`src/fetch_defs.svh`:
```
/* Fetch unit constants: reset vector, queue depth, decode credits, NOP encoding */

`ifndef FETCH_DEFS_SVH
`define FETCH_DEFS_SVH

////////////////////////////////////////
// Boot
////////////////////////////////////////

// First fetch address after reset
`define FETCH_RESET_VECTOR 32'h0000_1000

////////////////////////////////////////
// Flow control
////////////////////////////////////////

// Instruction queue entries, also the initial memory-side credit count
`define FETCH_DEPTH 4

// Credits decode grants at reset
`define FETCH_DEC_CREDITS 2

////////////////////////////////////////
// Encodings
////////////////////////////////////////

// addi x0,x0,0
`define FETCH_NOP 32'h0000_0013

`endif

```
`src/fetch_pkg.sv`:
```
/* Fetch unit types: address, word, count, predecode flags, control states */

package fetch_pkg;

    // Byte address
    typedef logic [31:0] addr_t;

    // Raw instruction word
    typedef logic [31:0] word_t;

    // Credit or occupancy count, covers 0 up to the queue depth
    typedef logic [2:0] cnt_t;

    // Predecode flags
    // Bit 1 marks a control transfer, bit 0 an illegal encoding
    typedef logic [1:0] pdec_t;

    // Fetch control states
    typedef enum logic [1:0] {
        ST_BOOT = 2'd0,
        ST_RUN  = 2'd1,
        ST_HALT = 2'd2
    } fetch_state_e;

endpackage : fetch_pkg

```
`src/fetch_buffer.sv`:
```
/* First-word-fall-through instruction queue holding word, PC and predecode flags */

`include "fetch_defs.svh"

module fetch_buffer
    import fetch_pkg::*;
(
    input  logic  clk_i,
    input  logic  rst_ni,

    input  logic  push_i,
    input  logic  pop_i,
    input  logic  clear_i,

    input  word_t wdata_i,
    input  addr_t wpc_i,
    input  pdec_t wpdec_i,

    output logic  empty_o,
    output logic  full_o,
    output word_t rdata_o,
    output addr_t rpc_o,
    output pdec_t rpdec_o
);

    localparam int PTR_W = $clog2(`FETCH_DEPTH);
    localparam int LAST  = `FETCH_DEPTH - 1;

    // Entry storage
    word_t mem_word_q [`FETCH_DEPTH];
    addr_t mem_pc_q   [`FETCH_DEPTH];
    pdec_t mem_pdec_q [`FETCH_DEPTH];

    logic [PTR_W-1:0] wr_ptr_q;
    logic [PTR_W-1:0] rd_ptr_q;
    cnt_t             count_q;

    logic do_push;
    logic do_pop;

    // Wrap at the last entry, depth need not be a power of two
    function automatic logic [PTR_W-1:0] ptr_inc(input logic [PTR_W-1:0] ptr);
        return (ptr == PTR_W'(LAST)) ? '0 : ptr + 1'b1;
    endfunction

    // Clear beats push, pop only when something is there
    assign do_push = push_i && !clear_i;
    assign do_pop  = pop_i && !empty_o && !clear_i;

    ////////////////////////////////////////
    // Pointers and occupancy
    ////////////////////////////////////////

    always_ff @(posedge clk_i or negedge rst_ni) begin
        if (!rst_ni) begin
            wr_ptr_q <= '0;
            rd_ptr_q <= '0;
            count_q  <= '0;
        end else if (clear_i) begin
            wr_ptr_q <= '0;
            rd_ptr_q <= '0;
            count_q  <= '0;
        end else begin
            if (do_push) wr_ptr_q <= ptr_inc(wr_ptr_q);
            if (do_pop) rd_ptr_q <= ptr_inc(rd_ptr_q);
            case ({do_push, do_pop})
                2'b10:   count_q <= count_q + 3'd1;
                2'b01:   count_q <= count_q - 3'd1;
                default: count_q <= count_q;
            endcase
        end
    end

    ////////////////////////////////////////
    // Storage
    ////////////////////////////////////////

    always_ff @(posedge clk_i) begin
        if (do_push) begin
            mem_word_q[wr_ptr_q] <= wdata_i;
            mem_pc_q[wr_ptr_q]   <= wpc_i;
            mem_pdec_q[wr_ptr_q] <= wpdec_i;
        end
    end

    assign empty_o = (count_q == '0);
    assign full_o  = (count_q == cnt_t'(`FETCH_DEPTH));

    // Head entry falls through, a bubble shows when empty
    assign rdata_o = empty_o ? word_t'(`FETCH_NOP) : mem_word_q[rd_ptr_q];
    assign rpc_o   = empty_o ? '0 : mem_pc_q[rd_ptr_q];
    assign rpdec_o = empty_o ? '0 : mem_pdec_q[rd_ptr_q];

endmodule : fetch_buffer

```
`src/fetch_ctrl.sv`:
```
/* Fetch control FSM with memory and decode credit counters,
   outstanding request count and the stale response drop count */

`include "fetch_defs.svh"

module fetch_ctrl
    import fetch_pkg::*;
(
    input  logic clk_i,
    input  logic rst_ni,

    input  logic halt_i,
    input  logic redirect_i,
    input  logic rsp_valid_i,
    input  logic dec_credit_i,
    input  logic buf_empty_i,

    output logic req_valid_o,
    output logic issue_o,
    output logic accept_o,
    output logic pop_o,
    output logic instr_valid_o
);

    fetch_state_e state_q, state_d;

    cnt_t buf_cred_q, buf_cred_d;   // Free queue slots not yet claimed by a request
    cnt_t dec_cred_q, dec_cred_d;   // Words decode can still take
    cnt_t out_cnt_q, out_cnt_d;     // Requests sent, response not yet seen
    cnt_t drop_cnt_q, drop_cnt_d;   // Responses that belong to a dead path
    cnt_t out_left;

    logic issue;
    logic accept;
    logic drop;
    logic instr_valid;

    ////////////////////////////////////////
    // State machine
    ////////////////////////////////////////

    always_comb begin
        state_d = state_q;
        case (state_q)
            // Single cycle after reset before fetching
            ST_BOOT: state_d = ST_RUN;
            ST_RUN: begin
                if (halt_i) state_d = ST_HALT;
            end
            ST_HALT: begin
                if (!halt_i) state_d = ST_RUN;
            end
            default: state_d = ST_BOOT;
        endcase
    end

    ////////////////////////////////////////
    // Handshake decisions
    ////////////////////////////////////////

    // Never fetch while halting or while the PC reloads
    assign issue = (state_q == ST_RUN) && !halt_i && (buf_cred_q != '0) && !redirect_i;

    // A response in a redirect cycle belongs to the old path and is dropped
    assign accept = rsp_valid_i && (drop_cnt_q == '0) && !redirect_i;
    assign drop   = rsp_valid_i && !accept;

    // Transfer to decode doubles as the queue pop
    assign instr_valid = !buf_empty_i && (dec_cred_q != '0) && !redirect_i;

    ////////////////////////////////////////
    // Counters
    ////////////////////////////////////////

    // Outstanding count once this cycle's response is retired
    assign out_left = out_cnt_q - cnt_t'(rsp_valid_i);

    always_comb begin
        out_cnt_d  = out_left + cnt_t'(issue);
        dec_cred_d = dec_cred_q - cnt_t'(instr_valid) + cnt_t'(dec_credit_i);
        if (redirect_i) begin
            // Queue is flushed so only in-flight requests still hold slots
            buf_cred_d = cnt_t'(`FETCH_DEPTH) - out_left;
            drop_cnt_d = out_left;
        end else begin
            buf_cred_d = buf_cred_q - cnt_t'(issue) + cnt_t'(instr_valid) + cnt_t'(drop);
            drop_cnt_d = drop_cnt_q - cnt_t'(drop);
        end
    end

    always_ff @(posedge clk_i or negedge rst_ni) begin
        if (!rst_ni) begin
            state_q    <= ST_BOOT;
            buf_cred_q <= cnt_t'(`FETCH_DEPTH);
            dec_cred_q <= cnt_t'(`FETCH_DEC_CREDITS);
            out_cnt_q  <= '0;
            drop_cnt_q <= '0;
        end else begin
            state_q    <= state_d;
            buf_cred_q <= buf_cred_d;
            dec_cred_q <= dec_cred_d;
            out_cnt_q  <= out_cnt_d;
            drop_cnt_q <= drop_cnt_d;
        end
    end

    assign req_valid_o   = issue;
    assign issue_o       = issue;
    assign accept_o      = accept;
    assign pop_o         = instr_valid;
    assign instr_valid_o = instr_valid;

endmodule : fetch_ctrl

```
`src/fetch_pc_gen.sv`:
```
/* Request and response program counters with redirect load */

`include "fetch_defs.svh"

module fetch_pc_gen
    import fetch_pkg::*;
(
    input  logic  clk_i,
    input  logic  rst_ni,

    input  logic  issue_i,
    input  logic  accept_i,
    input  logic  redirect_i,
    input  addr_t redirect_target_i,

    output addr_t req_addr_o,
    output addr_t rsp_pc_o
);

    // Address of the next request sent to memory
    addr_t req_pc_q;
    // Address tied to the next in-order response
    addr_t rsp_pc_q;

    // Request side
    // Redirect wins over the sequential step
    always_ff @(posedge clk_i or negedge rst_ni) begin
        if (!rst_ni) begin
            req_pc_q <= `FETCH_RESET_VECTOR;
        end else if (redirect_i) begin
            req_pc_q <= redirect_target_i;
        end else if (issue_i) begin
            req_pc_q <= req_pc_q + 32'd4;
        end
    end

    // Response side
    // Trails the request PC by the number of outstanding fetches
    always_ff @(posedge clk_i or negedge rst_ni) begin
        if (!rst_ni) begin
            rsp_pc_q <= `FETCH_RESET_VECTOR;
        end else if (redirect_i) begin
            rsp_pc_q <= redirect_target_i;
        end else if (accept_i) begin
            rsp_pc_q <= rsp_pc_q + 32'd4;
        end
    end

    assign req_addr_o = req_pc_q;
    assign rsp_pc_o   = rsp_pc_q;

endmodule : fetch_pc_gen

```
`src/fetch_predecode.sv`:
```
/* Predecoder marking control transfers and illegal encodings */

module fetch_predecode
    import fetch_pkg::*;
(
    input  word_t rsp_data_i,
    output pdec_t pdec_o
);

    // Major opcodes, bits 6:2 of the RV32IM base set
    localparam logic [4:0] OPC_LOAD     = 5'b00000;
    localparam logic [4:0] OPC_MISC_MEM = 5'b00011;
    localparam logic [4:0] OPC_OP_IMM   = 5'b00100;
    localparam logic [4:0] OPC_AUIPC    = 5'b00101;
    localparam logic [4:0] OPC_STORE    = 5'b01000;
    localparam logic [4:0] OPC_OP       = 5'b01100;
    localparam logic [4:0] OPC_LUI      = 5'b01101;
    localparam logic [4:0] OPC_BRANCH   = 5'b11000;
    localparam logic [4:0] OPC_JALR     = 5'b11001;
    localparam logic [4:0] OPC_JAL      = 5'b11011;
    localparam logic [4:0] OPC_SYSTEM   = 5'b11100;

    logic       len32;
    logic       known_major;
    logic       cf_major;
    logic [4:0] major;

    // Low two bits must be 11 for a 32-bit encoding
    assign len32 = (rsp_data_i[1:0] == 2'b11);
    assign major = rsp_data_i[6:2];

    always_comb begin
        known_major = 1'b0;
        cf_major    = 1'b0;
        case (major)
            OPC_LOAD, OPC_MISC_MEM, OPC_OP_IMM, OPC_AUIPC,
            OPC_STORE, OPC_OP, OPC_LUI, OPC_SYSTEM: known_major = 1'b1;
            // Branches and jumps, let decode start redirect work early
            OPC_BRANCH, OPC_JALR, OPC_JAL: begin
                known_major = 1'b1;
                cf_major    = 1'b1;
            end
            default: known_major = 1'b0;
        endcase
    end

    // A short encoding is never a valid control transfer
    assign pdec_o = {cf_major & len32, ~len32 | ~known_major};

endmodule : fetch_predecode

```
`src/fetch_unit.sv`:
```
/* Fetch unit top: control, PC generator, predecoder and instruction queue */

module fetch_unit
    import fetch_pkg::*;
(
    input  logic  clk_i,
    input  logic  rst_ni,

    // Pipeline control
    input  logic  halt_i,
    input  logic  redirect_i,
    input  addr_t redirect_target_i,

    // Instruction memory, credit based
    output logic  req_valid_o,
    output addr_t req_addr_o,
    input  logic  rsp_valid_i,
    input  word_t rsp_data_i,

    // Decode, credit based
    output logic  instr_valid_o,
    output word_t instr_o,
    output addr_t instr_pc_o,
    output pdec_t instr_pdec_o,
    input  logic  dec_credit_i
);

    logic  issue;
    logic  accept;
    logic  pop;
    logic  buf_empty;
    addr_t rsp_pc;
    pdec_t rsp_pdec;

    fetch_ctrl i_fetch_ctrl (
        .clk_i         (clk_i),
        .rst_ni        (rst_ni),
        .halt_i        (halt_i),
        .redirect_i    (redirect_i),
        .rsp_valid_i   (rsp_valid_i),
        .dec_credit_i  (dec_credit_i),
        .buf_empty_i   (buf_empty),
        .req_valid_o   (req_valid_o),
        .issue_o       (issue),
        .accept_o      (accept),
        .pop_o         (pop),
        .instr_valid_o (instr_valid_o)
    );

    fetch_pc_gen i_fetch_pc_gen (
        .clk_i             (clk_i),
        .rst_ni            (rst_ni),
        .issue_i           (issue),
        .accept_i          (accept),
        .redirect_i        (redirect_i),
        .redirect_target_i (redirect_target_i),
        .req_addr_o        (req_addr_o),
        .rsp_pc_o          (rsp_pc)
    );

    // Flags computed on the raw response, stored beside the word
    fetch_predecode i_fetch_predecode (
        .rsp_data_i (rsp_data_i),
        .pdec_o     (rsp_pdec)
    );

    // Full flag stays open, memory-side credits already bound the occupancy
    fetch_buffer i_fetch_buffer (
        .clk_i   (clk_i),
        .rst_ni  (rst_ni),
        .push_i  (accept),
        .pop_i   (pop),
        .clear_i (redirect_i),
        .wdata_i (rsp_data_i),
        .wpc_i   (rsp_pc),
        .wpdec_i (rsp_pdec),
        .empty_o (buf_empty),
        .full_o  (),
        .rdata_o (instr_o),
        .rpc_o   (instr_pc_o),
        .rpdec_o (instr_pdec_o)
    );

endmodule : fetch_unit

```
`config.mk`:
```
export PLATFORM = sky130hd
export DESIGN_NAME = fetch_unit
export DESIGN_NICKNAME = d
export VERILOG_FILES = /design/src/fetch_pkg.sv /design/src/fetch_buffer.sv /design/src/fetch_ctrl.sv /design/src/fetch_pc_gen.sv /design/src/fetch_predecode.sv /design/src/fetch_unit.sv
export VERILOG_INCLUDE_DIRS = /design/src
export SDC_FILE = /design/constraint.sdc
export NUM_CORES = 1
export LEC_CHECK = 0
export ABC_AREA = 1
export BUFFER_PORTS_ARGS = -buffer_cell sky130_fd_sc_hd__buf_2
export CORE_MARGIN = 3
export CORE_UTILIZATION = 66
export CTS_BUF_LIST = sky130_fd_sc_hd__clkbuf_2 sky130_fd_sc_hd__clkbuf_4 sky130_fd_sc_hd__clkbuf_8
export DETAILED_ROUTE_END_ITERATION = 7
export PLACE_DENSITY = 0.88
export SYNTH_ARGS = -nofsm -noshare
export SYNTH_HDL_FRONTEND = slang
export SYNTH_HIERARCHICAL = 1
export SYNTH_SLANG_ARGS = --single-unit
export TNS_END_PERCENT = 1
```
`constraint.sdc`:
```
create_clock -name clk_i -period 10.04 [get_ports clk_i]
set_clock_uncertainty 0.1 [all_clocks]
set_input_delay 1.004 -clock clk_i [delete_from_list [all_inputs] [get_ports clk_i]]
set_output_delay 1.004 -clock clk_i [all_outputs]
set_load 0.03 [all_outputs]
```
==> qor.yml <==
run_status:
  status: "completed"
drt:
  route.met2.wl_um: 18300
  met3_wirelength_um: 3410
  dr_total_vias: 12361
  drc: 0
  postRouteAntennaNets: 0
  vias_per_cell: 5.72
  wl_um: 37500
  drt_pass1_iterations: 5
  wl_met1_um: 14800
  dr.first_iter.drc_count: 1359
  routedWlPerCell_um: 17.3
  maxUsedRoutingLayer: "met4"
die:
  coreArea_um2: 23700
  initial_utilization: 0.679
  dieHeight_um: 162
  ioPinCount: 170
  fp-row-count: 56
  dieArea_um2: 26300
  die_x_um: 162
setup_path:
  timing.critical_path.required_ns: 8.94
  crit_arrival_ns: 3.31
  r2r_end: "i_fetch_ctrl/dec_cred_q[2]$_DFF_PN0_"
  crit_slowest_cell: "inv_4"
  timing.rr.start: "i_fetch_buffer/count_q[0]$_DFFE_PN0P_"
  reg2reg_slack_ns: 6.83
  startpoint_type: "register"
  crit_buf_inv: 2
  crit_family: "buffers and inverters"
  cp_cell_sequence: "inv_4, o21ai_0, a21oi_1, buf_2"
  path_class: "reg2out"
  max_stage_delay_ns: 0.93
  worstPathMaxFanout: 132
  end_kind: "primary output"
  worst-r2r-cell-count: 11
finish:
  final_cell_mix: "nor2_1 (336), nand2_1 (306), edfxtp_1 (264)"
  antenna_cells: 0
  area_growth_pct: 12.5
  drive_above_1_share: 0.175
  fillers: 1568
  layout_commonest_cell: "nor2_1"
  nNetsFinal: 1891
power_and_ir_drop:
  ir_drop_v: 0.000147
  p_leak_nw: 7.46
  power.density_nw_per_um2: 237
  finalPower_mw: 4.28
timing:
  finalSetupTns_ns: 0
  drv_slew: 0
  fin_crit_ns: 4.41
  relSlewSlack: 0.175
  rsz0062_at_grt: "no"
  period_share: 0.440
  setup_viol: 0
  hold_violations: 0
  fmax_mhz: 227
  tightest_slew_ns: 1.24
clocking:
  cts_buffer_depth: 3
  cts_resized: 0
  clock-sinks: 349
  cts_setup_buffers: 0
  cts_tree: "built"
  path_clk_slew_ns: 0.06
  cts-root-buf: "clkbuf_8"
  hold_buffers: 0
  cts_buffers: 52
  h-tree-depth: 2
  clock_latency_ns: 0.58
global_route:
  grt_antenna_before_repair: 0
  grt_overflow: 0
  grt_usage: 0.285
  grt_pass1_wl_um: 60300
  grt_start_max_net_pins: 133
  grt_pass1_vias: 12153
logic_synthesis:
  yosysWarnings: 6
  syn-cell-area_um2: 16100
  avgSynthCellArea_um2: 9.88
  synth.net_count: 1719
  synth_cells: 1628
place:
  io_buffers: 169
  gp_congestion: 0.917
  dp_hpwl_um: 23300
worst_hold_path:
  hold_path.class: "in2async"
job:
  drv_cap: 0
==> worst reg2reg max path, stage by stage, from the launching register on <==
cell	delay [ns]
dfrtp_1	0.42
nor2_1	0.14
nand2_2	0.17
inv_2	0.07
buf_4	0.66
nor3_2	0.26
ha_1	0.35
inv_1	0.04
ha_1	0.18
fa_1	0.38
xnor2_1	0.19
xor2_1	0.16
==> final cells by class <==
class / instances / area [um^2] / area share
Clock buffer: 76 / 921 / 0.0509
Clock inverter: 19 / 95.1 / 0.00525
Inverter: 116 / 443 / 0.0245
Multi-Input combinational cell: 1098 / 5230 / 0.289
Sequential cell: 349 / 10100 / 0.556
Tap cell: 319 / 399 / 0.0220
Timing Repair Buffer: 183 / 953 / 0.0527
==> report_power, final <==
group          leakage (nW)  total (mW)  internal, mW  switching, mW
logic                  3.49        1.36         0.365          0.999
clock network         0.550        1.12         0.591          0.528
registers              3.41        1.80          1.66          0.136
total                  7.46        4.28          2.62           1.66
==> worst max-delay path by stage <==
stage,endpoint,slack (ns),from,depth (start not counted)
finish,instr_pc_o[19],5.63,i_fetch_buffer/rd_ptr_q[0]$_DFFE_PN0P_,4
global route,instr_pc_o[19],5.52,i_fetch_buffer/rd_ptr_q[0]$_DFFE_PN0P_,4
CTS,instr_pc_o[19],5.70,i_fetch_buffer/rd_ptr_q[0]$_DFFE_PN0P_,4
detailed placement,i_fetch_buffer/mem_pc_q[1][1]$_DFFE_PP_,6.15,redirect_i,8
global placement,i_fetch_buffer/mem_word_q[3][25]$_DFFE_PP_,6.19,redirect_i,8
floorplan,i_fetch_buffer/mem_pc_q[0][0]$_DFFE_PP_,4.85,redirect_i,6
==> state kept, by name, summed over array words and instances, names as in the netlist, 8 cells and up <==
signal / cells
i_fetch_buffer/mem_pc_q: 128
i_fetch_buffer/mem_pdec_q: 8
i_fetch_buffer/mem_word_q: 128
i_fetch_pc_gen/req_addr_o: 32
i_fetch_pc_gen/rsp_pc_o: 32
==> stage by stage <==
| step | cell area (um^2) | cells | util | hold slack [ns] | worst slack [ns] |
|---|---|---|---|---|---|
| 6_report | 18100 | 2160 | 0.764 | 0.283 | 5.63 |
| 5_1_grt | 18100 | 2160 | 0.764 | 0.307 | 5.52 |
| 4_1_cts | 18100 | 2160 | 0.764 | 0.277 | 5.70 |
| 3_5_place_dp | 17100 | 2065 | 0.722 | 0.353 | 6.15 |
| 3_3_place_gp | 17100 | 2065 | 0.722 | 0.356 | 6.19 |
| 2_1_floorplan | 16100 | 1628 | - | 0.376 | 4.85 |
==> metal layers <==
layer  vias to the layer above  track usage
met5                         -            0
li1                       5802            -
met4                         0       0.0973
met1                      5833        0.394
met3                        70       0.0469
met2                       656        0.470
Note: power is estimated with default switching activity, not from simulation.
